[config.mk]
export PLATFORM = sky130hd
export DESIGN_NAME = game_top
export DESIGN_NICKNAME = d
export VERILOG_FILES = /design/src/hdl/game_pkg.sv /design/src/hdl/game_top.sv /design/src/hdl/jump_timer.sv /design/src/hdl/level_menu.sv /design/src/hdl/player_ctrl.sv
export SDC_FILE = /design/constraint.sdc
export NUM_CORES = 1
export LEC_CHECK = 0
export BUFFER_PORTS_ARGS = -buffer_cell sky130_fd_sc_hd__buf_2
export CELL_PAD_IN_SITES_DETAIL_PLACEMENT = 0
export CELL_PAD_IN_SITES_GLOBAL_PLACEMENT = 1
export CORE_MARGIN = 2
export CORE_UTILIZATION = 45
export CTS_CLUSTER_SIZE = 10
export DETAILED_ROUTE_END_ITERATION = 7
export GPL_ROUTABILITY_DRIVEN = 0
export PLACE_DENSITY = 0.84
export SYNTH_ARGS = -nofsm -noshare
export SYNTH_HDL_FRONTEND = slang
export SYNTH_SLANG_ARGS = --single-unit
[constraint.sdc]
create_clock -name clk -period 2.7 [get_ports clk]
set_clock_uncertainty 0.1 [all_clocks]
set_input_delay 0.27 -clock clk [delete_from_list [all_inputs] [get_ports clk]]
set_output_delay 0.27 -clock clk [all_outputs]
set_load 0.05 [all_outputs]
[src/hdl/game_pkg.sv]
package game_pkg;

    // key-down vector layout.
    localparam int KEY_COUNT = 10;

    // player 2 keys.
    localparam int KEY_W = 0;
    localparam int KEY_A = 1;
    localparam int KEY_S = 2;
    localparam int KEY_D = 3;
    // player 1 keys, arrow cluster.
    localparam int KEY_UP = 4;
    localparam int KEY_LEFT = 5;
    localparam int KEY_DOWN = 6;
    localparam int KEY_RIGHT = 7;
    localparam int KEY_ENTER = 8; // menu start.

    typedef logic [KEY_COUNT-1:0] key_vec_t;

    // one player's held keys.
    typedef struct packed {
        logic up;
        logic left;
        logic down;
        logic right;
    } player_keys_t;

    // sprite codes of the drawn pose.
    typedef enum logic [3:0] {
        POSE_STATIC = 4'd6,
        POSE_LEFT = 4'd2,
        POSE_UP = 4'd8,
        POSE_RIGHT = 4'd7
    } pose_t;

    typedef enum logic [1:0] {
        JUMP_IDLE = 2'd0,
        JUMP_RISE = 2'd1,
        JUMP_FALL = 2'd2
    } jump_phase_t;

    // player_ctrl to jump_timer.
    typedef enum logic [1:0] {
        CMD_HOLD = 2'd0,  // keep phase and count.
        CMD_CLEAR = 2'd1, // idle, count 0.
        CMD_STEP = 2'd2,  // advance the jump.
        CMD_STOP = 2'd3   // drop an unsustained jump.
    } jump_cmd_t;

    typedef struct packed {
        pose_t pose;
        jump_phase_t phase;
    } player_status_t;

    // menu, or the level being played.
    typedef enum logic [2:0] {
        MODE_MENU = 3'd0,
        MODE_LEVEL_1 = 3'd1,
        MODE_LEVEL_2 = 3'd2,
        MODE_LEVEL_3 = 3'd3,
        MODE_LEVEL_4 = 3'd4,
        MODE_LEVEL_5 = 3'd5
    } game_mode_t;

    typedef logic [2:0] level_t;

    // board values, one second per phase at 50 MHz.
    localparam int DEF_LEVEL_COUNT = 5;
    localparam int DEF_RISE_CYCLES = 50_000_000;
    localparam int DEF_FALL_CYCLES = 50_000_000;

endpackage

[src/hdl/game_top.sv]
`timescale 1ns/1ps

module game_top #(
    parameter int LEVEL_COUNT = game_pkg::DEF_LEVEL_COUNT,
    parameter int RISE_CYCLES = game_pkg::DEF_RISE_CYCLES,
    parameter int FALL_CYCLES = game_pkg::DEF_FALL_CYCLES
) (
    input logic clk,
    input logic rst,
    input game_pkg::key_vec_t key_down,
    input logic p1_collide,
    input logic p2_collide,
    output game_pkg::game_mode_t mode,
    output game_pkg::level_t level,
    output game_pkg::player_status_t p1_status,
    output game_pkg::player_status_t p2_status
);
    import game_pkg::*;

    player_keys_t p1_keys;
    player_keys_t p2_keys;
    logic in_game;

    // player 1 on the arrows.
    assign p1_keys = '{
        up: key_down[KEY_UP],
        left: key_down[KEY_LEFT],
        down: key_down[KEY_DOWN],
        right: key_down[KEY_RIGHT]
    };
    // player 2 on WASD.
    assign p2_keys = '{
        up: key_down[KEY_W],
        left: key_down[KEY_A],
        down: key_down[KEY_S],
        right: key_down[KEY_D]
    };

    assign in_game = (mode != MODE_MENU);

    level_menu #(
        .LEVEL_COUNT(LEVEL_COUNT)
    ) u_level_menu (
        .clk(clk),
        .rst(rst),
        .key_down(key_down), // menu sees every key.
        .mode(mode),
        .level(level)
    );

    player_ctrl #(
        .RISE_CYCLES(RISE_CYCLES),
        .FALL_CYCLES(FALL_CYCLES)
    ) u_player1 (
        .clk(clk),
        .rst(rst),
        .keys(p1_keys),
        .in_game(in_game),
        .collide(p1_collide),
        .status(p1_status)
    );

    player_ctrl #(
        .RISE_CYCLES(RISE_CYCLES),
        .FALL_CYCLES(FALL_CYCLES)
    ) u_player2 (
        .clk(clk),
        .rst(rst),
        .keys(p2_keys),
        .in_game(in_game),
        .collide(p2_collide),
        .status(p2_status)
    );

endmodule

[src/hdl/jump_timer.sv]
`timescale 1ns/1ps

module jump_timer #(
    parameter int RISE_CYCLES = game_pkg::DEF_RISE_CYCLES,
    parameter int FALL_CYCLES = game_pkg::DEF_FALL_CYCLES
) (
    input logic clk,
    input logic rst,
    input game_pkg::jump_cmd_t cmd,
    input logic collide,
    output game_pkg::jump_phase_t phase
);
    import game_pkg::*;

    // count runs 0 to TOTAL inclusive.
    localparam int TOTAL_CYCLES = RISE_CYCLES + FALL_CYCLES;
    localparam int CNT_W = $clog2(TOTAL_CYCLES + 1);
    localparam logic [CNT_W-1:0] RISE_END = CNT_W'(RISE_CYCLES);
    localparam logic [CNT_W-1:0] TOTAL_END = CNT_W'(TOTAL_CYCLES);

    logic [CNT_W-1:0] count;
    logic [CNT_W-1:0] count_d;
    jump_phase_t phase_d;

    logic done;     // jump has run its full length.
    logic can_rise; // still inside the rise window.

    assign done = (count >= TOTAL_END);
    // a collision or an earlier fall ends the rise for good.
    assign can_rise = (count < RISE_END) && !collide && (phase != JUMP_FALL);

    always_comb begin
        phase_d = phase;
        count_d = count;
        case (cmd)
            CMD_CLEAR: begin
                phase_d = JUMP_IDLE;
                count_d = '0;
            end
            CMD_STEP: begin
                if (done) begin
                    // wrap and land together, next step starts a rise.
                    phase_d = JUMP_IDLE;
                    count_d = '0;
                end else if (can_rise) begin
                    phase_d = JUMP_RISE;
                    count_d = count + 1'b1;
                end else begin
                    phase_d = JUMP_FALL;
                    count_d = count + 1'b1;
                end
            end
            CMD_STOP: begin
                phase_d = JUMP_IDLE;
                if (done) count_d = '0; // otherwise count holds.
            end
            default: ; // CMD_HOLD.
        endcase
    end

    always_ff @(posedge clk or posedge rst) begin
        if (rst) begin
            phase <= JUMP_IDLE;
            count <= '0;
        end else begin
            phase <= phase_d;
            count <= count_d;
        end
    end

endmodule

[src/hdl/level_menu.sv]
`timescale 1ns/1ps

module level_menu #(
    parameter int LEVEL_COUNT = game_pkg::DEF_LEVEL_COUNT
) (
    input logic clk,
    input logic rst,
    input game_pkg::key_vec_t key_down,
    output game_pkg::game_mode_t mode,
    output game_pkg::level_t level
);
    import game_pkg::*;

    localparam level_t LEVEL_MIN = 3'd1;
    localparam level_t LEVEL_MAX = level_t'(LEVEL_COUNT);

    logic armed; // cleared by a step, set again on full release.

    game_mode_t mode_d;
    level_t level_d;
    logic armed_d;

    logic up_key;
    logic down_key;
    logic any_key;

    // W and UP both raise, S and DOWN both lower.
    assign up_key = key_down[KEY_W] | key_down[KEY_UP];
    assign down_key = key_down[KEY_S] | key_down[KEY_DOWN];
    assign any_key = |key_down;

    always_comb begin
        mode_d = mode;
        level_d = level;
        armed_d = armed;
        if (mode == MODE_MENU) begin
            if (!any_key) begin
                armed_d = 1'b1; // all released.
            end else if (armed) begin
                // priority follows the key order below.
                if (up_key) begin
                    if (level < LEVEL_MAX) level_d = level + 3'd1;
                    armed_d = 1'b0;
                end else if (down_key) begin
                    if (level > LEVEL_MIN) level_d = level - 3'd1;
                    armed_d = 1'b0;
                end else if (key_down[KEY_ENTER]) begin
                    mode_d = game_mode_t'(level); // start the chosen level.
                end
                // other keys are ignored here.
            end
        end else begin
            // in game the selection is frozen.
            armed_d = 1'b1;
        end
    end

    always_ff @(posedge clk or posedge rst) begin
        if (rst) begin
            mode <= MODE_MENU;
            level <= LEVEL_MIN;
            armed <= 1'b1;
        end else begin
            mode <= mode_d;
            level <= level_d;
            armed <= armed_d;
        end
    end

endmodule

[src/hdl/player_ctrl.sv]
`timescale 1ns/1ps

module player_ctrl #(
    parameter int RISE_CYCLES = game_pkg::DEF_RISE_CYCLES,
    parameter int FALL_CYCLES = game_pkg::DEF_FALL_CYCLES
) (
    input logic clk,
    input logic rst,
    input game_pkg::player_keys_t keys,
    input logic in_game,
    input logic collide,
    output game_pkg::player_status_t status
);
    import game_pkg::*;

    pose_t pose;
    pose_t pose_d;
    jump_cmd_t jump_cmd;
    jump_phase_t jump_phase;

    logic jumping;
    logic no_key;
    logic up_only;
    logic go_left;
    logic go_right;

    assign jumping = (jump_phase != JUMP_IDLE);
    assign no_key = !(keys.up | keys.left | keys.down | keys.right);
    assign up_only = keys.up && !keys.left && !keys.down && !keys.right;
    // up counts toward either side unless the opposite side is held.
    assign go_left = (keys.left || keys.up) && !keys.right;
    assign go_right = (keys.right || keys.up) && !keys.left;

    // key priority, first match wins.
    always_comb begin
        pose_d = pose;
        jump_cmd = CMD_HOLD; // menu freezes everything.
        if (in_game) begin
            if (no_key) begin
                if (!jumping) begin
                    pose_d = POSE_STATIC;
                    jump_cmd = CMD_CLEAR;
                end else begin
                    jump_cmd = CMD_STEP; // finish the jump in the air.
                end
            end else if (up_only) begin
                pose_d = POSE_UP;
                jump_cmd = CMD_STEP;
            end else if (go_left) begin
                pose_d = POSE_LEFT;
                jump_cmd = (keys.up || jumping) ? CMD_STEP : CMD_STOP;
            end else if (go_right) begin
                pose_d = POSE_RIGHT;
                jump_cmd = (keys.up || jumping) ? CMD_STEP : CMD_STOP;
            end else begin
                // both sides, or down alone. pose holds.
                jump_cmd = jumping ? CMD_STEP : CMD_HOLD;
            end
        end
    end

    always_ff @(posedge clk or posedge rst) begin
        if (rst) begin
            pose <= POSE_STATIC;
        end else begin
            pose <= pose_d;
        end
    end

    jump_timer #(
        .RISE_CYCLES(RISE_CYCLES),
        .FALL_CYCLES(FALL_CYCLES)
    ) u_jump_timer (
        .clk(clk),
        .rst(rst),
        .cmd(jump_cmd),
        .collide(collide),
        .phase(jump_phase)
    );

    // both fields come straight from registers.
    assign status = '{pose: pose, phase: jump_phase};

endmodule

==> results by group <==
Yosys
  – Share of the yosys chip area belonging to registers: 0.434
  – Combinational family with the most area after synthesis: simple AND/OR/NAND/NOR gates
  – Synthesized cell area: roughly 4200 µm²
  – Share of Yosys cell area claimed by the top area cell type: 0.397
  – Synth Warn #: 0
  – Synthesized-area fraction occupied by ao, oa, aoi and oai cells: 0.238
  – Adder-cell share of the synthesized area: 0.0178
  – Cell taking the most area after synthesis: sky130_fd_sc_hd__dfrtp_1
  – Post-synth net total: a little over 500
  – Post-synthesis mux area share: 0.00800
  – Synth unique cells: a little over 60
  – Average instance area after synthesis: around 8.6 µm²
  – Most frequent cell after synthesis: sky130_fd_sc_hd__dfrtp_1
  – Cell types occupying the most area after synthesis: sky130_fd_sc_hd__dfrtp_1, sky130_fd_sc_hd__o21ai_0, sky130_fd_sc_hd__nand2_1, sky130_fd_sc_hd__a31oi_1, sky130_fd_sc_hd__nand3_1
  – Top flip-flop cell by instance count after synthesis: sky130_fd_sc_hd__dfrtp_1
  – Post-synth ARST share: 1.00
  – Cell count after synthesis: between 400 and 500
  – Most common library cells after synthesis: sky130_fd_sc_hd__dfrtp_1, sky130_fd_sc_hd__nand2_1, sky130_fd_sc_hd__o21ai_0, sky130_fd_sc_hd__nor2_1, sky130_fd_sc_hd__nand3_1
  – Number of synthesized flops with an enable pin: 0
  – Number of storage elements in the synthesis netlist: 73
  – Simple-Gate Fraction of Synth Area: 0.250
  – XOR/XNOR share of the synthesized area: 0.0104

CTS
  – Buffers inserted by post-CTS timing repair: 0
  – H-tree level count: 3
  – Sink Count: 73
  – Number of buffers on the longest clock path: 2
  – Root buffer selected by CTS: sky130_fd_sc_hd__clkbuf_8
  – Total CTS buffers: 9
  – Clock latency on the worst-skew pair: 0.35 ns
  – Clock tree from TritonCTS: built
  – Clk pin slew, worst setup/hold paths: ~0.090 ns

Placement
  – Total instance count after detailed placement: a little over 600
  – Port Buffers: 31
  – Area of placed instances: between 4000 and 5000 µm²
  – HPWL after detailed placement: roughly 7.0 mm

Setup path
  – Type of origin of the critical path: register
  – Data arrival time at the worst-slack endpoint: 2.61 ns
  – Kind of end point of the critical path: register
  – Length in cells of the worst reg-to-reg path: 6
  – Required time at the endpoint of the critical path: 2.83 ns
  – Max Fanout on Critical Path: 23
  – Startpoint-to-endpoint class of the critical path: register to register

STA
  – Number of hold-slack violations in the final timing report: 0
  – Final critical delay including setup and external delays: ~2.5 ns
  – Setup repair after global routing missed its margin: no
  – Achievable frequency: 0.403 GHz
  – Total Neg Setup Slack: 0 ns
  – Slew @ Worst Pin: roughly 0.79 ns
  – Final setup violation count: 0
  – Max-slew violation total from the final report: 0
  – Share of the cycle needed by the critical path after routing: 0.918
  – Relative slew slack: 0.471

Detailed routing
  – Via Count: between 3000 and 4000
  – Post-route ant nets: 0
  – Detail-routed via count per cell: 6.03
  – Iteration count of the initial detailed-routing pass: 4
  – WL per Instance: ~16 µm
  – Count of unresolved DRC violations after routing: 0
  – Aggregate routed wire length: 10.4 mm
  – Starting DRC count in detailed routing: between 150 and 200

Power and ir drop
  – Comb power frac: 0.434
  – Part of the total power dissipated in the clock network: 0.223
  – Leakage power figure: 0.00205 µW
  – Worst vdd ir: 0.000318 V
  – Switching power share of the total: 0.450
  – Switching power summed over all nets: 1920 µW
  – Sequential cell fraction of total power: 0.343
  – Total power density per cell area: a little under 900 nW/µm²
  – Internal power component: around 2300 µW

Die
  – Number of I/O pins: 32
  – Placement row count: 35
  – Die Area: 10200 µm²
  – Horizontal die dimension: between 100 and 150 µm
  – Initial core utilization: 0.461
  – Die height: ~100 µm
  – Area of the core: a little over 9000 µm²

Min path
  – Path type of the worst min-delay path: primary input to register
  – Count of cells along the worst hold path: 3

Final layout
  – P&R area growth vs syn: 13.4%
  – Non-filler instance count after layout: 639
  – NumNets Final: around 540
  – Cell area after layout: about 4800 µm²
  – Layout cells sized above 1: 0.167
  – Antenna diode count: 0

Run
  – Max capacitance violation total: 0

Global route
  – Total GRT Usage: 0.210
  – Sum of overflow across all layers after global routing: 0
  – Pin count of the biggest net entering global routing: 46
  – Vias in the first global route: between 3000 and 4000
  – Number of antenna violations at the first check in global routing: 0
  – Global-route wire length before repair: approximately 17 mm

Outcome
  – Outcome: finished clean
## worst max-delay path, cell delays in order, from the launching register on
cell                       delay, ns
sky130_fd_sc_hd__dfrtp_1        0.47
sky130_fd_sc_hd__nand4_1        0.18
sky130_fd_sc_hd__a2111o_1       0.41
sky130_fd_sc_hd__o21a_1         0.21
sky130_fd_sc_hd__a221o_1        0.60
sky130_fd_sc_hd__o21ai_0        0.30
sky130_fd_sc_hd__o31ai_1        0.10
## logic make-up (layout without fill, tap and decap cells)
logic type | count (synthesis) | after routing
mux | 3 | 3
xor+xnor | 5 | 5
buf+inv | 42 | 81
fa+ha+maj | 6 | 6
flops | 73 | 73
simple gates | 206 | 206
compound gates | 154 | 154
## metrics by stage
step                      hold slack [ns]   util  worst slack (ns)  total power [µW]
after floorplan                     0.320      -             0.414              2840
after global placement              0.299  0.497             0.147              3270
after detailed placement            0.314  0.497             0.123              3320
after CTS                           0.107  0.522             0.110              4280
after global routing                0.129  0.523            0.0579              4550
final                               0.119  0.523             0.222              4260
## timing repair
action,4_1_cts,5_1_grt
hold endpoints to repair,27,0
endpoints found under the setup margin,0,8
resized for setup,0,3
hold buffers,1,0
## metal layers
| metal | vias up | part of all wire | track usage | wire [µm] |
|---|---|---|---|---|
| li1 | 1893 | - | - | - |
| met1 | 1878 | 0.49 | 0.297 | 5110 |
| met2 | 68 | 0.47 | 0.325 | 4860 |
| met3 | 13 | 0.030 | 0.0395 | 312 |
| met4 | 0 | 0.013 | 0.0717 | 139 |
| met5 | - | 0 | 0 | 0 |
## cells in the final DEF (no fill, tap or decap), drive strengths merged, types with 5 or more instances in the layout
master	instances
a22o	8
clkbuf	11
and2	5
a31oi	28
o21ai	51
nor2	40
nand4	12
inv	16
dfrtp	67
buf	48
dfstp	6
a41oi	5
nand2	52
nand3	36
or3	9
o31ai	9
ha	6
nor3	11
a21oi	21
and3	7
nor4	8
a21o	8
or4	7
## layout make-up
class / count / area [µm²]
Clock buffer: 11 / 131
Clock inverter: 5 / 81.3
Fill cell: 867 / 4370
Inverter: 16 / 60.1
Multi-Input combinational cell: 374 / 2230
Sequential cell: 73 / 1830
Tap cell: 111 / 139
Timing Repair Buffer: 49 / 305
## power groups by stage
stage	clock, µW	sequential (µW)	combinational [µW]
5_1_grt	1020	1500	2040
2_1_floorplan	0	1830	1010
4_1_cts	977	1460	1840
3_3_place_gp	0	1480	1800
6_report	950	1460	1850
3_5_place_dp	0	1490	1840
## path summary, 6_finish.rpt
path                                                                    from  slack (ns)                                            to
worst min register to register  u_player2.u_jump_timer.count[23]$_DFFE_PP0P_        0.37  u_player2.u_jump_timer.count[23]$_DFFE_PP0P_
worst min-delay path                                             key_down[3]        0.12                 u_player2.pose[2]$_DFFE_PP1P_
max in group asynchronous                                                rst        1.31                 u_player1.pose[2]$_DFFE_PP1P_
worst max register to register  u_player1.u_jump_timer.count[22]$_DFFE_PP0P_        0.22   u_player1.u_jump_timer.count[9]$_DFFE_PP0P_
worst max-delay path            u_player1.u_jump_timer.count[22]$_DFFE_PP0P_        0.22   u_player1.u_jump_timer.count[9]$_DFFE_PP0P_
min in group asynchronous                                                rst        0.45                 u_player2.pose[0]$_DFFE_PP0P_
## state kept, by name (all words and copies together), names as in the netlist
signal / flops
u_player2.pose: 4
u_player2.u_jump_timer.count: 27
u_level_menu.level: 3
u_player1.u_jump_timer.count: 27
u_player1.u_jump_timer.phase: 2
u_level_menu.mode: 3
u_player1.pose: 4
u_player2.u_jump_timer.phase: 2
u_level_menu.armed: 1
Power figures use the tool's default switching activity.
